--- config.mk ---
export PLATFORM = sky130hd
export DESIGN_NAME = intr_test_afu
export DESIGN_NICKNAME = d
export VERILOG_FILES = /design/src/rtl/host_chan_pkg.sv /design/src/rtl/mmio_pkg.sv /design/src/rtl/intr_req_engine.sv /design/src/rtl/intr_resp_tracker.sv /design/src/rtl/intr_test_afu.sv /design/src/rtl/mmio_csr_mgr.sv
export VERILOG_INCLUDE_DIRS = /design/src /design/src/include
export SDC_FILE = /design/constraint.sdc
export NUM_CORES = 1
export LEC_CHECK = 0
export BUFFER_PORTS_ARGS = -buffer_cell sky130_fd_sc_hd__buf_2
export CORE_MARGIN = 10
export CORE_UTILIZATION = 39
export DETAILED_ROUTE_END_ITERATION = 6
export PLACE_DENSITY = 0.95
export SLEW_MARGIN = 30
export SYNTH_ARGS = -nofsm -noshare
export SYNTH_HDL_FRONTEND = slang
export SYNTH_SLANG_ARGS = --single-unit
export TNS_END_PERCENT = 5
--- constraint.sdc ---
create_clock -name clk -period 2.1 [get_ports clk]
set_clock_uncertainty 0.05 [all_clocks]
set_input_delay 0.63 -clock clk [delete_from_list [all_inputs] [get_ports clk]]
set_output_delay 0.63 -clock clk [all_outputs]
set_load 0.01 [all_outputs]
--- src/include/intr_test_params.svh ---
// Sizes here are fixed for one engine with four interrupt IDs; changing them needs a matching software build
`ifndef INTR_TEST_PARAMS_SVH
`define INTR_TEST_PARAMS_SVH

// ==================================================
// Interrupt sequencing
// ==================================================

// Number of interrupt IDs the engine can walk through in one run
// The ID, count and mask widths in host_chan_pkg all follow from this
`define INTR_NUM_IDS 4

// ==================================================
// MMIO register port
// ==================================================

// Register index width, enough to reach every register below
`define MMIO_ADDR_W 4

// Every register is a full 64-bit word
`define MMIO_DATA_W 64

// Registers decoded by the CSR block, anything past register 4 reads zero
`define CSR_NUM_REGS 16

// ==================================================
// Identity value
// ==================================================

// Software matches both halves before it trusts the rest of the map
`define INTR_TEST_ID_LO 64'h8c2e_41f7_a9d3_05b6
`define INTR_TEST_ID_HI 64'h5e07_d1c4_3fa8_92e1

`endif

--- src/rtl/host_chan_pkg.sv ---
// Host channel types carry only interrupt traffic; no address, data or burst fields exist
`default_nettype none

`include "intr_test_params.svh"

package host_chan_pkg;

    // ==================================================
    // Interrupt widths
    // ==================================================

    // Interrupt ID, just wide enough for INTR_NUM_IDS values
    typedef logic [$clog2(`INTR_NUM_IDS)-1:0] intr_id_t;

    // Response count needs one extra bit so that a full run fits
    typedef logic [$clog2(`INTR_NUM_IDS):0] intr_cnt_t;

    // One bit per interrupt ID
    typedef logic [`INTR_NUM_IDS-1:0] intr_mask_t;

    // ==================================================
    // Channel payloads
    // ==================================================

    // Request from the engine to the host
    // The interrupt flag marks the write as an interrupt and not a data write
    typedef struct packed {
        logic     intr;
        intr_id_t id;
    } intr_req_t;

    // Response from the host, one per accepted request
    // The host never stalls it, so the channel has valid and no ready
    typedef struct packed {
        intr_id_t id;
    } intr_resp_t;

endpackage

`default_nettype wire

--- src/rtl/mmio_pkg.sv ---
// MMIO types assume one 64-bit word per register index and no byte enables
`default_nettype none

`include "intr_test_params.svh"

package mmio_pkg;

    // ==================================================
    // Register port vectors
    // ==================================================

    // Register index as carried on both MMIO channels
    typedef logic [`MMIO_ADDR_W-1:0] csr_idx_t;

    // One full register word
    typedef logic [`MMIO_DATA_W-1:0] csr_data_t;

    // ==================================================
    // Channel payloads
    // ==================================================

    // A write always covers the whole register
    typedef struct packed {
        csr_idx_t  idx;
        csr_data_t data;
    } mmio_wr_t;

    // A read request names only the register
    typedef struct packed {
        csr_idx_t idx;
    } mmio_rd_req_t;

    // Read data returned one cycle after the request is taken
    typedef struct packed {
        csr_data_t data;
    } mmio_rd_rsp_t;

    // Engine control state, software sees it as the busy bit in register 4
    typedef enum logic [0:0] {
        IDLE,
        ISSUE
    } engine_state_t;

endpackage

`default_nettype wire

--- src/rtl/intr_req_engine.sv ---
// One request per ID from 0 to last_id; a start while a request waits replaces it with ID 0
`timescale 1ns/100ps
`default_nettype none

module intr_req_engine
(
    input  wire logic                    clk,
    input  wire logic                    reset_n,

    // Run control from the CSR block
    input  wire logic                    start,
    input  wire host_chan_pkg::intr_id_t last_id,

    // Host request channel
    output logic                         intr_req_valid,
    output host_chan_pkg::intr_req_t     intr_req,
    input  wire logic                    intr_req_ready,

    // High for the whole run
    output logic                         engine_busy
);

    import mmio_pkg::*;
    import host_chan_pkg::*;

    engine_state_t state;

    // ID of the request on the channel now
    intr_id_t      cur_id;

    // Final ID of this run, latched at start
    intr_id_t      last_id_q;

    // ISSUE means a request is offered on every cycle
    logic          issuing;

    // ==================================================
    // Sequencing FSM
    // ==================================================

    // Start wins over a handshake in the same cycle, which is how a restart works
    // Otherwise each accepted request moves to the next ID on the next edge
    always_ff @(posedge clk)
    begin
        if (!reset_n)
        begin
            state <= IDLE;
        end
        else if (start)
        begin
            state <= ISSUE;
        end
        else if ((state == ISSUE) && intr_req_ready && (cur_id == last_id_q))
        begin
            // The last request just went out
            state <= IDLE;
        end
    end

    // ID registers hold no control meaning outside ISSUE
    always_ff @(posedge clk)
    begin
        if (start)
        begin
            cur_id    <= '0;
            last_id_q <= last_id;
        end
        else if (issuing && intr_req_ready)
        begin
            cur_id <= cur_id + 1'b1;
        end
    end

    // ==================================================
    // Request channel
    // ==================================================

    assign issuing = (state == ISSUE);

    // Valid and busy come straight from the state, so both drop on the edge after the last handshake
    assign intr_req_valid = issuing;
    assign engine_busy    = issuing;

    // Every request is an interrupt
    assign intr_req.intr = 1'b1;
    assign intr_req.id   = cur_id;

endmodule

`default_nettype wire

--- src/rtl/intr_resp_tracker.sv ---
// Mask bits follow arrival order rather than the returned ID; count stops at INTR_NUM_IDS
`timescale 1ns/100ps
`default_nettype none

`include "intr_test_params.svh"

module intr_resp_tracker
(
    input  wire logic                      clk,
    input  wire logic                      reset_n,

    // Clears the results at the same edge the engine restarts
    input  wire logic                      start,

    // Host response channel, valid only
    input  wire logic                      intr_resp_valid,
    input  wire host_chan_pkg::intr_resp_t intr_resp,

    // Results read back through register 3
    output host_chan_pkg::intr_cnt_t       resp_count,
    output host_chan_pkg::intr_mask_t      resp_mask
);

    import host_chan_pkg::*;

    // Set once every ID has been answered, later responses are dropped
    logic resp_full;

    // ==================================================
    // Response accounting
    // ==================================================

    assign resp_full = (resp_count == intr_cnt_t'(`INTR_NUM_IDS));

    // The host answers in request order, so the n-th response marks bit n
    // The ID on the channel is kept on the port for the host side and
    // carries no extra meaning here
    always_ff @(posedge clk)
    begin
        if (!reset_n || start)
        begin
            resp_count <= '0;
            resp_mask  <= '0;
        end
        else if (intr_resp_valid && !resp_full)
        begin
            resp_mask[resp_count[$bits(intr_id_t)-1:0]] <= 1'b1;
            resp_count <= resp_count + 1'b1;
        end
    end

endmodule

`default_nettype wire

--- src/rtl/intr_test_afu.sv ---
// Single clock and single engine; MMIO never stalls and the host response channel cannot be held off
`timescale 1ns/100ps
`default_nettype none

module intr_test_afu
(
    input  wire logic                      clk,
    input  wire logic                      reset_n,

    // MMIO write channel
    input  wire mmio_pkg::mmio_wr_t        mmio_wr,
    input  wire logic                      mmio_wr_valid,
    output logic                           mmio_wr_ready,

    // MMIO read channel
    input  wire mmio_pkg::mmio_rd_req_t    mmio_rd,
    input  wire logic                      mmio_rd_valid,
    output logic                           mmio_rd_ready,
    output logic                           mmio_rd_rsp_valid,
    output mmio_pkg::mmio_rd_rsp_t         mmio_rd_rsp,

    // Host request channel
    output logic                           intr_req_valid,
    output host_chan_pkg::intr_req_t       intr_req,
    input  wire logic                      intr_req_ready,

    // Host response channel
    input  wire logic                      intr_resp_valid,
    input  wire host_chan_pkg::intr_resp_t intr_resp
);

    import host_chan_pkg::*;

    // Run control from the CSR block
    logic       start;
    intr_id_t   last_id;

    // Status returned to the CSR block
    logic       engine_busy;
    intr_cnt_t  resp_count;
    intr_mask_t resp_mask;

    // ==================================================
    // Register file
    // ==================================================

    mmio_csr_mgr u_mmio_csr_mgr
    (
        .clk               (clk),
        .reset_n           (reset_n),
        .mmio_wr           (mmio_wr),
        .mmio_wr_valid     (mmio_wr_valid),
        .mmio_wr_ready     (mmio_wr_ready),
        .mmio_rd           (mmio_rd),
        .mmio_rd_valid     (mmio_rd_valid),
        .mmio_rd_ready     (mmio_rd_ready),
        .mmio_rd_rsp_valid (mmio_rd_rsp_valid),
        .mmio_rd_rsp       (mmio_rd_rsp),
        .start             (start),
        .last_id           (last_id),
        .engine_busy       (engine_busy),
        .resp_count        (resp_count),
        .resp_mask         (resp_mask)
    );

    // ==================================================
    // Request engine and response tracker
    // ==================================================

    intr_req_engine u_intr_req_engine
    (
        .clk            (clk),
        .reset_n        (reset_n),
        .start          (start),
        .last_id        (last_id),
        .intr_req_valid (intr_req_valid),
        .intr_req       (intr_req),
        .intr_req_ready (intr_req_ready),
        .engine_busy    (engine_busy)
    );

    // Shares the start pulse, so results and requests restart together
    intr_resp_tracker u_intr_resp_tracker
    (
        .clk             (clk),
        .reset_n         (reset_n),
        .start           (start),
        .intr_resp_valid (intr_resp_valid),
        .intr_resp       (intr_resp),
        .resp_count      (resp_count),
        .resp_mask       (resp_mask)
    );

endmodule

`default_nettype wire

--- src/rtl/mmio_csr_mgr.sv ---
// Writes are captured a cycle before decode so start lags the write by two edges; no error responses
`timescale 1ns/100ps
`default_nettype none

`include "intr_test_params.svh"

module mmio_csr_mgr
(
    input  wire logic                      clk,
    input  wire logic                      reset_n,

    // MMIO write channel
    input  wire mmio_pkg::mmio_wr_t        mmio_wr,
    input  wire logic                      mmio_wr_valid,
    output logic                           mmio_wr_ready,

    // MMIO read channel
    input  wire mmio_pkg::mmio_rd_req_t    mmio_rd,
    input  wire logic                      mmio_rd_valid,
    output logic                           mmio_rd_ready,
    output logic                           mmio_rd_rsp_valid,
    output mmio_pkg::mmio_rd_rsp_t         mmio_rd_rsp,

    // Run control to the engine
    output logic                           start,
    output host_chan_pkg::intr_id_t        last_id,

    // Status back from the engine and the tracker
    input  wire logic                      engine_busy,
    input  wire host_chan_pkg::intr_cnt_t  resp_count,
    input  wire host_chan_pkg::intr_mask_t resp_mask
);

    import mmio_pkg::*;
    import host_chan_pkg::*;

    // Shared ready for both MMIO channels
    logic      csr_ready;

    // Captured write, decoded on the following edge
    logic      wr_q_valid;
    mmio_wr_t  wr_q;

    // Read view of every register
    csr_data_t csr_regs [`CSR_NUM_REGS];

    // ==================================================
    // Channel ready
    // ==================================================

    // Ready is low only while reset is held, then both channels accept every cycle
    // Software never sees back-pressure on MMIO
    always_ff @(posedge clk)
    begin
        if (!reset_n)
            csr_ready <= 1'b0;
        else
            csr_ready <= 1'b1;
    end

    assign mmio_wr_ready = csr_ready;
    assign mmio_rd_ready = csr_ready;

    // ==================================================
    // Write capture and start decode
    // ==================================================

    // First stage holds the accepted write for one cycle
    always_ff @(posedge clk)
    begin
        if (!reset_n)
            wr_q_valid <= 1'b0;
        else
            wr_q_valid <= mmio_wr_valid && csr_ready;
    end

    // The write payload needs no reset, it is qualified by wr_q_valid
    always_ff @(posedge clk)
    begin
        wr_q <= mmio_wr;
    end

    // Only register 0 is writable and any write there starts a run
    // The pulse is a single cycle, a second write during a run restarts it
    always_ff @(posedge clk)
    begin
        if (!reset_n)
            start <= 1'b0;
        else
            start <= wr_q_valid && (wr_q.idx == '0);
    end

    // Last ID rides in the low bits of the write data, upper bits are ignored
    always_ff @(posedge clk)
    begin
        if (wr_q_valid && (wr_q.idx == '0))
            last_id <= wr_q.data[$bits(intr_id_t)-1:0];
    end

    // ==================================================
    // Register map and read response
    // ==================================================

    // Registers 0 and 1 hold the identity, 2 the configuration, 3 and 4 status
    always_comb
    begin
        for (int i = 0; i < `CSR_NUM_REGS; i++)
        begin
            csr_regs[i] = '0;
        end

        csr_regs[0] = `INTR_TEST_ID_LO;
        csr_regs[1] = `INTR_TEST_ID_HI;
        // Number of IDs above a version byte of 1
        csr_regs[2] = csr_data_t'({8'(`INTR_NUM_IDS), 8'd1});
        // Response mask above the response count
        csr_regs[3] = csr_data_t'({16'(resp_mask), 8'(resp_count)});
        csr_regs[4] = csr_data_t'(engine_busy);
    end

    // Response valid follows an accepted read by exactly one cycle
    always_ff @(posedge clk)
    begin
        if (!reset_n)
            mmio_rd_rsp_valid <= 1'b0;
        else
            mmio_rd_rsp_valid <= mmio_rd_valid && csr_ready;
    end

    // Read data is sampled with the request, so status is as of that edge
    always_ff @(posedge clk)
    begin
        mmio_rd_rsp.data <= csr_regs[mmio_rd.idx];
    end

endmodule

`default_nettype wire

==> flow_metrics.env, run 1 <==
export IMPL_std_cell_rows=22
export IMPL_route_antenna_remaining_nets=0
export IMPL_grt_first_pass_wirelength_um=5000
export IMPL_first_global_vias=1040
export IMPL_grt_max_degree=16
export IMPL_clock_tree_htree_level_count=2
export IMPL_tritoncts="done"
export IMPL_post_cts_resized=0
export IMPL_post_drt_wl_per_cell_um=12.7
export IMPL_globalplace_congestion=0.823
export IMPL_hold_class="reg -> reg"
export IMPL_seq_area_frac_synth_pct=46.8
export IMPL_synth_area_leaders="dfxtp_1 39%, buf_4 27%, edfxtp_1 7.8%"
export IMPL_num_fill_cells=380
export IMPL_die_w_um=82.8
export IMPL_regToRegSetupSlack_ps=560
export IMPL_timing_worst_setup_path_type="reg -> out"
export IMPL_slew_violations=0
export IMPL_layout_cell_area_non_filler_um2=1660
export IMPL_initial_utilization_pct=41.1
export IMPL_numClockSinks=34
export IMPL_ys_warn_count=0
export IMPL_biggest_area_consumer_among_synthesized_cells="dfxtp_1"
export IMPL_dr_first_iter_drc_count=41
export IMPL_cpMaxStageDelayCell="dfxtp_1"
export IMPL_layout_worst_path_cycle_share_pct=79.4
export IMPL_die_area_um2=6860
export IMPL_cts_inserted_buffers=5
export IMPL_count_of_input_and_output_buffers=70
export IMPL_synth_seq_cells=34
export IMPL_total_half_perimeter_wirelength_after_legalization_and_detailed_placement_um=2590
export IMPL_netlist_area_leader_share_pct=39.0
export IMPL_synthCells=156
export IMPL_worst_setup_path_start_kind="flip-flop"
export IMPL_number_of_antenna_repair_diodes=0
export IMPL_yosysUniqueCellTypes=29
export IMPL_grt_remaining_overflow=0
export IMPL_cp_num_buf_inv=1
export IMPL_worst_endpoint_required_ps=1420
export IMPL_hold_fix_buffers_at_cts=0
export IMPL_synth_enable_flop_cells=4
export IMPL_number_of_antenna_violations_at_the_first_check_in_global_routing=0
export IMPL_cts_root_buf="clkbuf_8"
export IMPL_setup_tns_ps=0
export IMPL_critical_path_arrival_ps=990
export IMPL_deepest_clock_path_buffer_count=2
export IMPL_fmax_mhz=600
export IMPL_drc_violations_left=0
export IMPL_average_instance_area_after_synthesis_um2=9.87
export IMPL_cap_viol_max_count=0
export IMPL_top_flip_flop_cell_by_instance_count_after_synthesis="dfxtp_1"
export IMPL_totalWireLength_um=3020
export IMPL_io_pins=151
export IMPL_placement_cell_area_um2=1570
export IMPL_clkTransAtPathRegs_ps=60
export IMPL_critical_path_peak_fanout=15
export IMPL_final_seq_area_um2=721
export IMPL_power_leakage_nw=0.907
export IMPL_period_minus_slack_ps=1670
export IMPL_cp_cell_sequence="buf_2"
export IMPL_postSynth_asyncResetShare_pct=0
export IMPL_synth_cell_area_um2=1540
export IMPL_clk_insertion_delay_late_ps=270
export IMPL_synth_commonest_cells="56 x buf_4, 30 x dfxtp_1, 16 x nor2_1, 10 x a21oi_1"
export IMPL_power_density_nw_per_um2=790
export IMPL_die_y_um=82.8
export IMPL_post_route_cells_drive_above_1_share_pct=43.2
export IMPL_cp_slowest_stage_delay_ps=510
export IMPL_post_layout_total_power_mw=1.31
export IMPL_via_count=988
export IMPL_cpLargestDelayFamily="flip-flops"
export IMPL_count_of_endpoints_failing_setup_in_the_final_report=0
export IMPL_status="completed"
export IMPL_core_region_area_um2=3740
export IMPL_area_of_the_multi_input_gates_um2=425
export IMPL_hold_viol=0
export IMPL_post_cts_setup_buffers=0
export IMPL_yosysMostFrequentCell="buf_4"
export IMPL_dr_pass1_iters=4
export IMPL_area_delta_synth_final_pct=8.05
export IMPL_rsz0062_at_grt="false"
export IMPL_max_vdd_ir_drop_uv=550
export IMPL_grt_total_usage_pct=8.59
export IMPL_endpoint_kind="output port"
export IMPL_final_nets=273
export IMPL_vias_per_cell=4.15
area by class of cell:
type	count	area share, %
Sequential cell	34	43.3
Multi-Input combinational cell	74	25.6
Timing Repair Buffer	70	21.1
Clock buffer	7	5.19
Tap cell	48	3.61
Inverter	4	0.903
Clock inverter	1	0.301
cells by family after synthesis:
logic type                 synth area share (%)
buffers and inverters                      28.9
DFF                                        46.8
muxes                                     0.650
xor gates and xnor gates                   2.85
adders and majority gates                  3.25
other                                     0.488
and+or+nand+nor                            10.6
AOI/OAI and AO/OA                          6.42
state kept, by name (all words and copies together), names as in the netlist, 2 cells and up:
name / cells
u_intr_req_engine.cur_id: 2
u_intr_req_engine.last_id_q: 2
u_intr_resp_tracker.resp_count: 3
u_intr_resp_tracker.resp_mask: 4
u_mmio_csr_mgr.last_id: 2
u_mmio_csr_mgr.mmio_rd_rsp: 10
u_mmio_csr_mgr.wr_q: 6
power by group:
group	leakage [nW]	total (mW)	internal, mW	switching (mW)
combinational	0.576	0.142	0.0569	0.0853
clock	0.0482	0.469	0.264	0.205
sequential	0.283	0.702	0.683	0.0190
layout by cell type (no fill, tap or decap), drive strengths merged, types with 2 or more instances in the layout:
| cell | n |
|---|---|
| buf | 70 |
| clkbuf | 7 |
| nand3 | 2 |
| conb | 16 |
| nand2 | 3 |
| xor2 | 4 |
| ha | 4 |
| and2 | 3 |
| dfxtp | 30 |
| edfxtp | 4 |
| inv | 4 |
| a21oi | 10 |
| and3 | 4 |
| nor2 | 16 |
path summary, 6_finish.rpt:
kind                                                          to  depth (start not counted)                                           start
setup reg to reg  u_intr_resp_tracker.resp_count[2]$_SDFFE_PP0P_                          5  u_intr_resp_tracker.resp_count[0]$_SDFFE_PP0P_
setup / recovery                                 mmio_rd_rsp[34]                          1          u_mmio_csr_mgr.mmio_rd_rsp[59]$_DFF_P_
hold reg to reg              u_mmio_csr_mgr.last_id[0]$_DFFE_PP_                          0                  u_mmio_csr_mgr.wr_q[0]$_DFF_P_
hold / removal               u_mmio_csr_mgr.last_id[0]$_DFFE_PP_                          0                  u_mmio_csr_mgr.wr_q[0]$_DFF_P_
metal layers:
layer	vias to the layer above	wire [um]	track usage, %
met2	56	1490	14.9
met1	440	999	7.69
met5	-	0	0
met3	0	531	6.64
li1	492	-	-
met4	0	0	1.85
per-stage QoR:
stage | setup slack, ps | std cells | hold slack [ps] | utilization [%]
6_report | 433 | 238 | 358 | 44.4
4_1_cts | 403 | 238 | 360 | 44.4
3_3_place_gp | 617 | 230 | 338 | 42.0
3_5_place_dp | 568 | 230 | 345 | 42.0
2_1_floorplan | 662 | 170 | 336 | -
5_1_grt | 295 | 238 | 375 | 44.4
Power figures use the tool's default switching activity.
==> run 2: changes to the inputs <==
CORE_UTILIZATION = 32   (was 39)
PLACE_DENSITY = 0.86   (was 0.95)
clock period = 1.5 ns   (was 2.1 ns; I/O delays follow)
==> flow_metrics.env, run 2 (synthesis results as in run 1) <==
export IMPL_power_density_nw_per_um2=1170
export IMPL_endpoint_kind="output port"
export IMPL_clk_insertion_delay_late_ps=280
export IMPL_via_count=1008
export IMPL_globalplace_congestion=0.774
export IMPL_hold_class="in -> reg"
export IMPL_max_vdd_ir_drop_uv=899
export IMPL_timing_hold_worst_start="mmio_wr[67]"
export IMPL_number_of_antenna_violations_at_the_first_check_in_global_routing=0
export IMPL_reg2reg_to="u_intr_resp_tracker.resp_count[2]$_SDFFE_PP0P_"
export IMPL_grt_use_met3_pct=2.64
export IMPL_timing_worst_setup_path_type="reg -> out"
export IMPL_most_frequent_standard_cell_in_the_layout_excluding_fill_and_tap_cells="buf_2"
export IMPL_largest_registers="u_mmio_csr_mgr.mmio_rd_rsp x10, u_mmio_csr_mgr.wr_q x6, u_intr_resp_tracker.resp_mask x4"
export IMPL_drc_violations_left=0
export IMPL_largest_register_ff_count=10
export IMPL_worst_r2r_cell_count=5
export IMPL_area_delta_synth_final_pct=12.7
export IMPL_rsz0062_at_grt="false"
export IMPL_power_leakage_nw=0.935
export IMPL_final_nets=278
export IMPL_deepest_clock_path_buffer_count=2
export IMPL_grt_first_pass_wirelength_um=4460
export IMPL_cp_cell_sequence="buf_2"
export IMPL_route_antenna_remaining_nets=0
export IMPL_core_region_area_um2=4690
export IMPL_worst_endpoint_required_ps=1000
export IMPL_layout_common_cells="70 x buf_2, 27 x dfxtp_1, 16 x nor2_1, 16 x conb_1, 10 x a21oi_1"
export IMPL_hold_path_end="u_mmio_csr_mgr.wr_q[67]$_DFF_P_"
export IMPL_grtUsageMet1_pct=7.04
export IMPL_period_minus_slack_ps=1370
export IMPL_die_w_um=89.4
export IMPL_io_pins=151
export IMPL_total_half_perimeter_wirelength_after_legalization_and_detailed_placement_um=2680
export IMPL_cts_root_buf="clkbuf_8"
export IMPL_setup_tns_ps=0
export IMPL_critical_path_peak_fanout=14
export IMPL_cpLargestDelayFamily="flip-flops"
export IMPL_number_of_antenna_repair_diodes=0
export IMPL_dr_pass1_iters=4
export IMPL_dr_first_iter_drc_count=18
export IMPL_hold_viol=0
export IMPL_routing_layer_with_the_top_usage_in_global_route="met2"
export IMPL_grt_total_usage_pct=7.29
export IMPL_largest_register="u_mmio_csr_mgr.mmio_rd_rsp"
export IMPL_first_global_vias=950
export IMPL_std_cell_rows=25
export IMPL_post_route_util_pct=37.0
export IMPL_vias_per_cell=4.05
export IMPL_grt_max_degree=16
export IMPL_hold_path_cell_count=1
export IMPL_grt_remaining_overflow=0
export IMPL_initial_utilization_pct=32.8
export IMPL_post_drt_wl_per_cell_um=12.6
export IMPL_regToRegSetupSlack_ps=140
export IMPL_numClockSinks=34
export IMPL_worst_setup_path_start_kind="flip-flop"
export IMPL_post_route_cells_drive_above_1_share_pct=46.7
export IMPL_clkTransAtPathRegs_ps=70
export IMPL_cpMaxStageDelayCell="dfxtp_2"
export IMPL_fmax_mhz=732
export IMPL_globalRouteMet2Util_pct=13.6
export IMPL_critical_path_arrival_ps=870
export IMPL_cts_inserted_buffers=5
export IMPL_post_cts_setup_buffers=0
export IMPL_count_of_endpoints_failing_setup_in_the_final_report=0
export IMPL_count_of_input_and_output_buffers=70
export IMPL_totalWireLength_um=3150
export IMPL_die_area_um2=7980
export IMPL_clock_tree_htree_level_count=2
export IMPL_cp_slowest_stage_delay_ps=420
export IMPL_status="completed"
export IMPL_r2r_start="u_intr_resp_tracker.resp_count[0]$_SDFFE_PP0P_"
export IMPL_cp_num_buf_inv=1
export IMPL_cap_viol_max_count=0
export IMPL_tritoncts="done"
export IMPL_die_y_um=89.4
export IMPL_layout_worst_path_cycle_share_pct=91.0
export IMPL_slew_violations=0
## run 2: cell types whose count changed in the layout (fill, tap and decap cells not counted), moves of 2 or more
cell        previous run  this run
buf_4                  0         5
clkinvlp_4             0         2
dfxtp_1               30        27
dfxtp_2                0         3
## run 2: worst max-delay path by stage
| stage | from | to | slack [ps] | cells past startpoint |
|---|---|---|---|---|
| after floorplan | u_intr_resp_tracker.resp_count[0]$_SDFFE_PP0P_ | u_intr_resp_tracker.resp_count[2]$_SDFFE_PP0P_ | 110 | 5 |
| final | u_mmio_csr_mgr.mmio_rd_rsp[62]$_DFF_P_ | mmio_rd_rsp[12] | 130 | 1 |
| after detailed placement | u_intr_resp_tracker.resp_count[0]$_SDFFE_PP0P_ | u_intr_resp_tracker.resp_count[2]$_SDFFE_PP0P_ | 140 | 5 |
| after global routing | u_mmio_csr_mgr.mmio_rd_rsp[62]$_DFF_P_ | mmio_rd_rsp[12] | 50 | 1 |
| after CTS | u_mmio_csr_mgr.mmio_rd_rsp[53]$_DFF_P_ | mmio_rd_rsp[4] | 20 | 1 |
| after global placement | u_intr_resp_tracker.resp_count[0]$_SDFFE_PP0P_ | u_intr_resp_tracker.resp_count[2]$_SDFFE_PP0P_ | 170 | 5 |
## run 2: per-stage QoR
stage	worst slack (ps)	instance area (um2)	hold WS, ps	cells	power (mW)
2_1_floorplan	106	1590	336	170	1.19
3_3_place_gp	169	1620	340	241	1.21
3_5_place_dp	142	1620	343	241	1.22
4_1_cts	15.9	1730	206	249	2.04
5_1_grt	50.4	1730	204	249	2.11
6_report	135	1730	215	249	2.02
## run 2: what timing repair did
action | in CTS | in global routing
hold buffers | 0 | 0
endpoints found under the setup margin | 29 | 13
gates resized for setup | 2 | 1
## run 2: per-layer routing
metal | vias to the layer above | share of wire, %
met1 | 436 | 36
met3 | 5 | 15
li1 | 504 | -
met4 | 0 | 1.1
met5 | - | 0
met2 | 63 | 48
## run 2: area by class of cell
cell class / count / area, um2
Fill cell: 475 / 2960
Clock buffer: 5 / 68.8
Timing Repair Buffer: 75 / 388
Sequential cell: 34 / 724
Tap cell: 54 / 67.6
Inverter: 4 / 15.0
Clock inverter: 3 / 45.0
Multi-Input combinational cell: 74 / 425
## run 2: where the power goes
group	internal [mW]	leakage [nW]	total, mW	switching [mW]
clock	0.494	0.0504	0.824	0.331
sequential	0.956	0.284	0.979	0.0226
combinational	0.0933	0.601	0.219	0.126
total	1.54	0.935	2.02	0.479
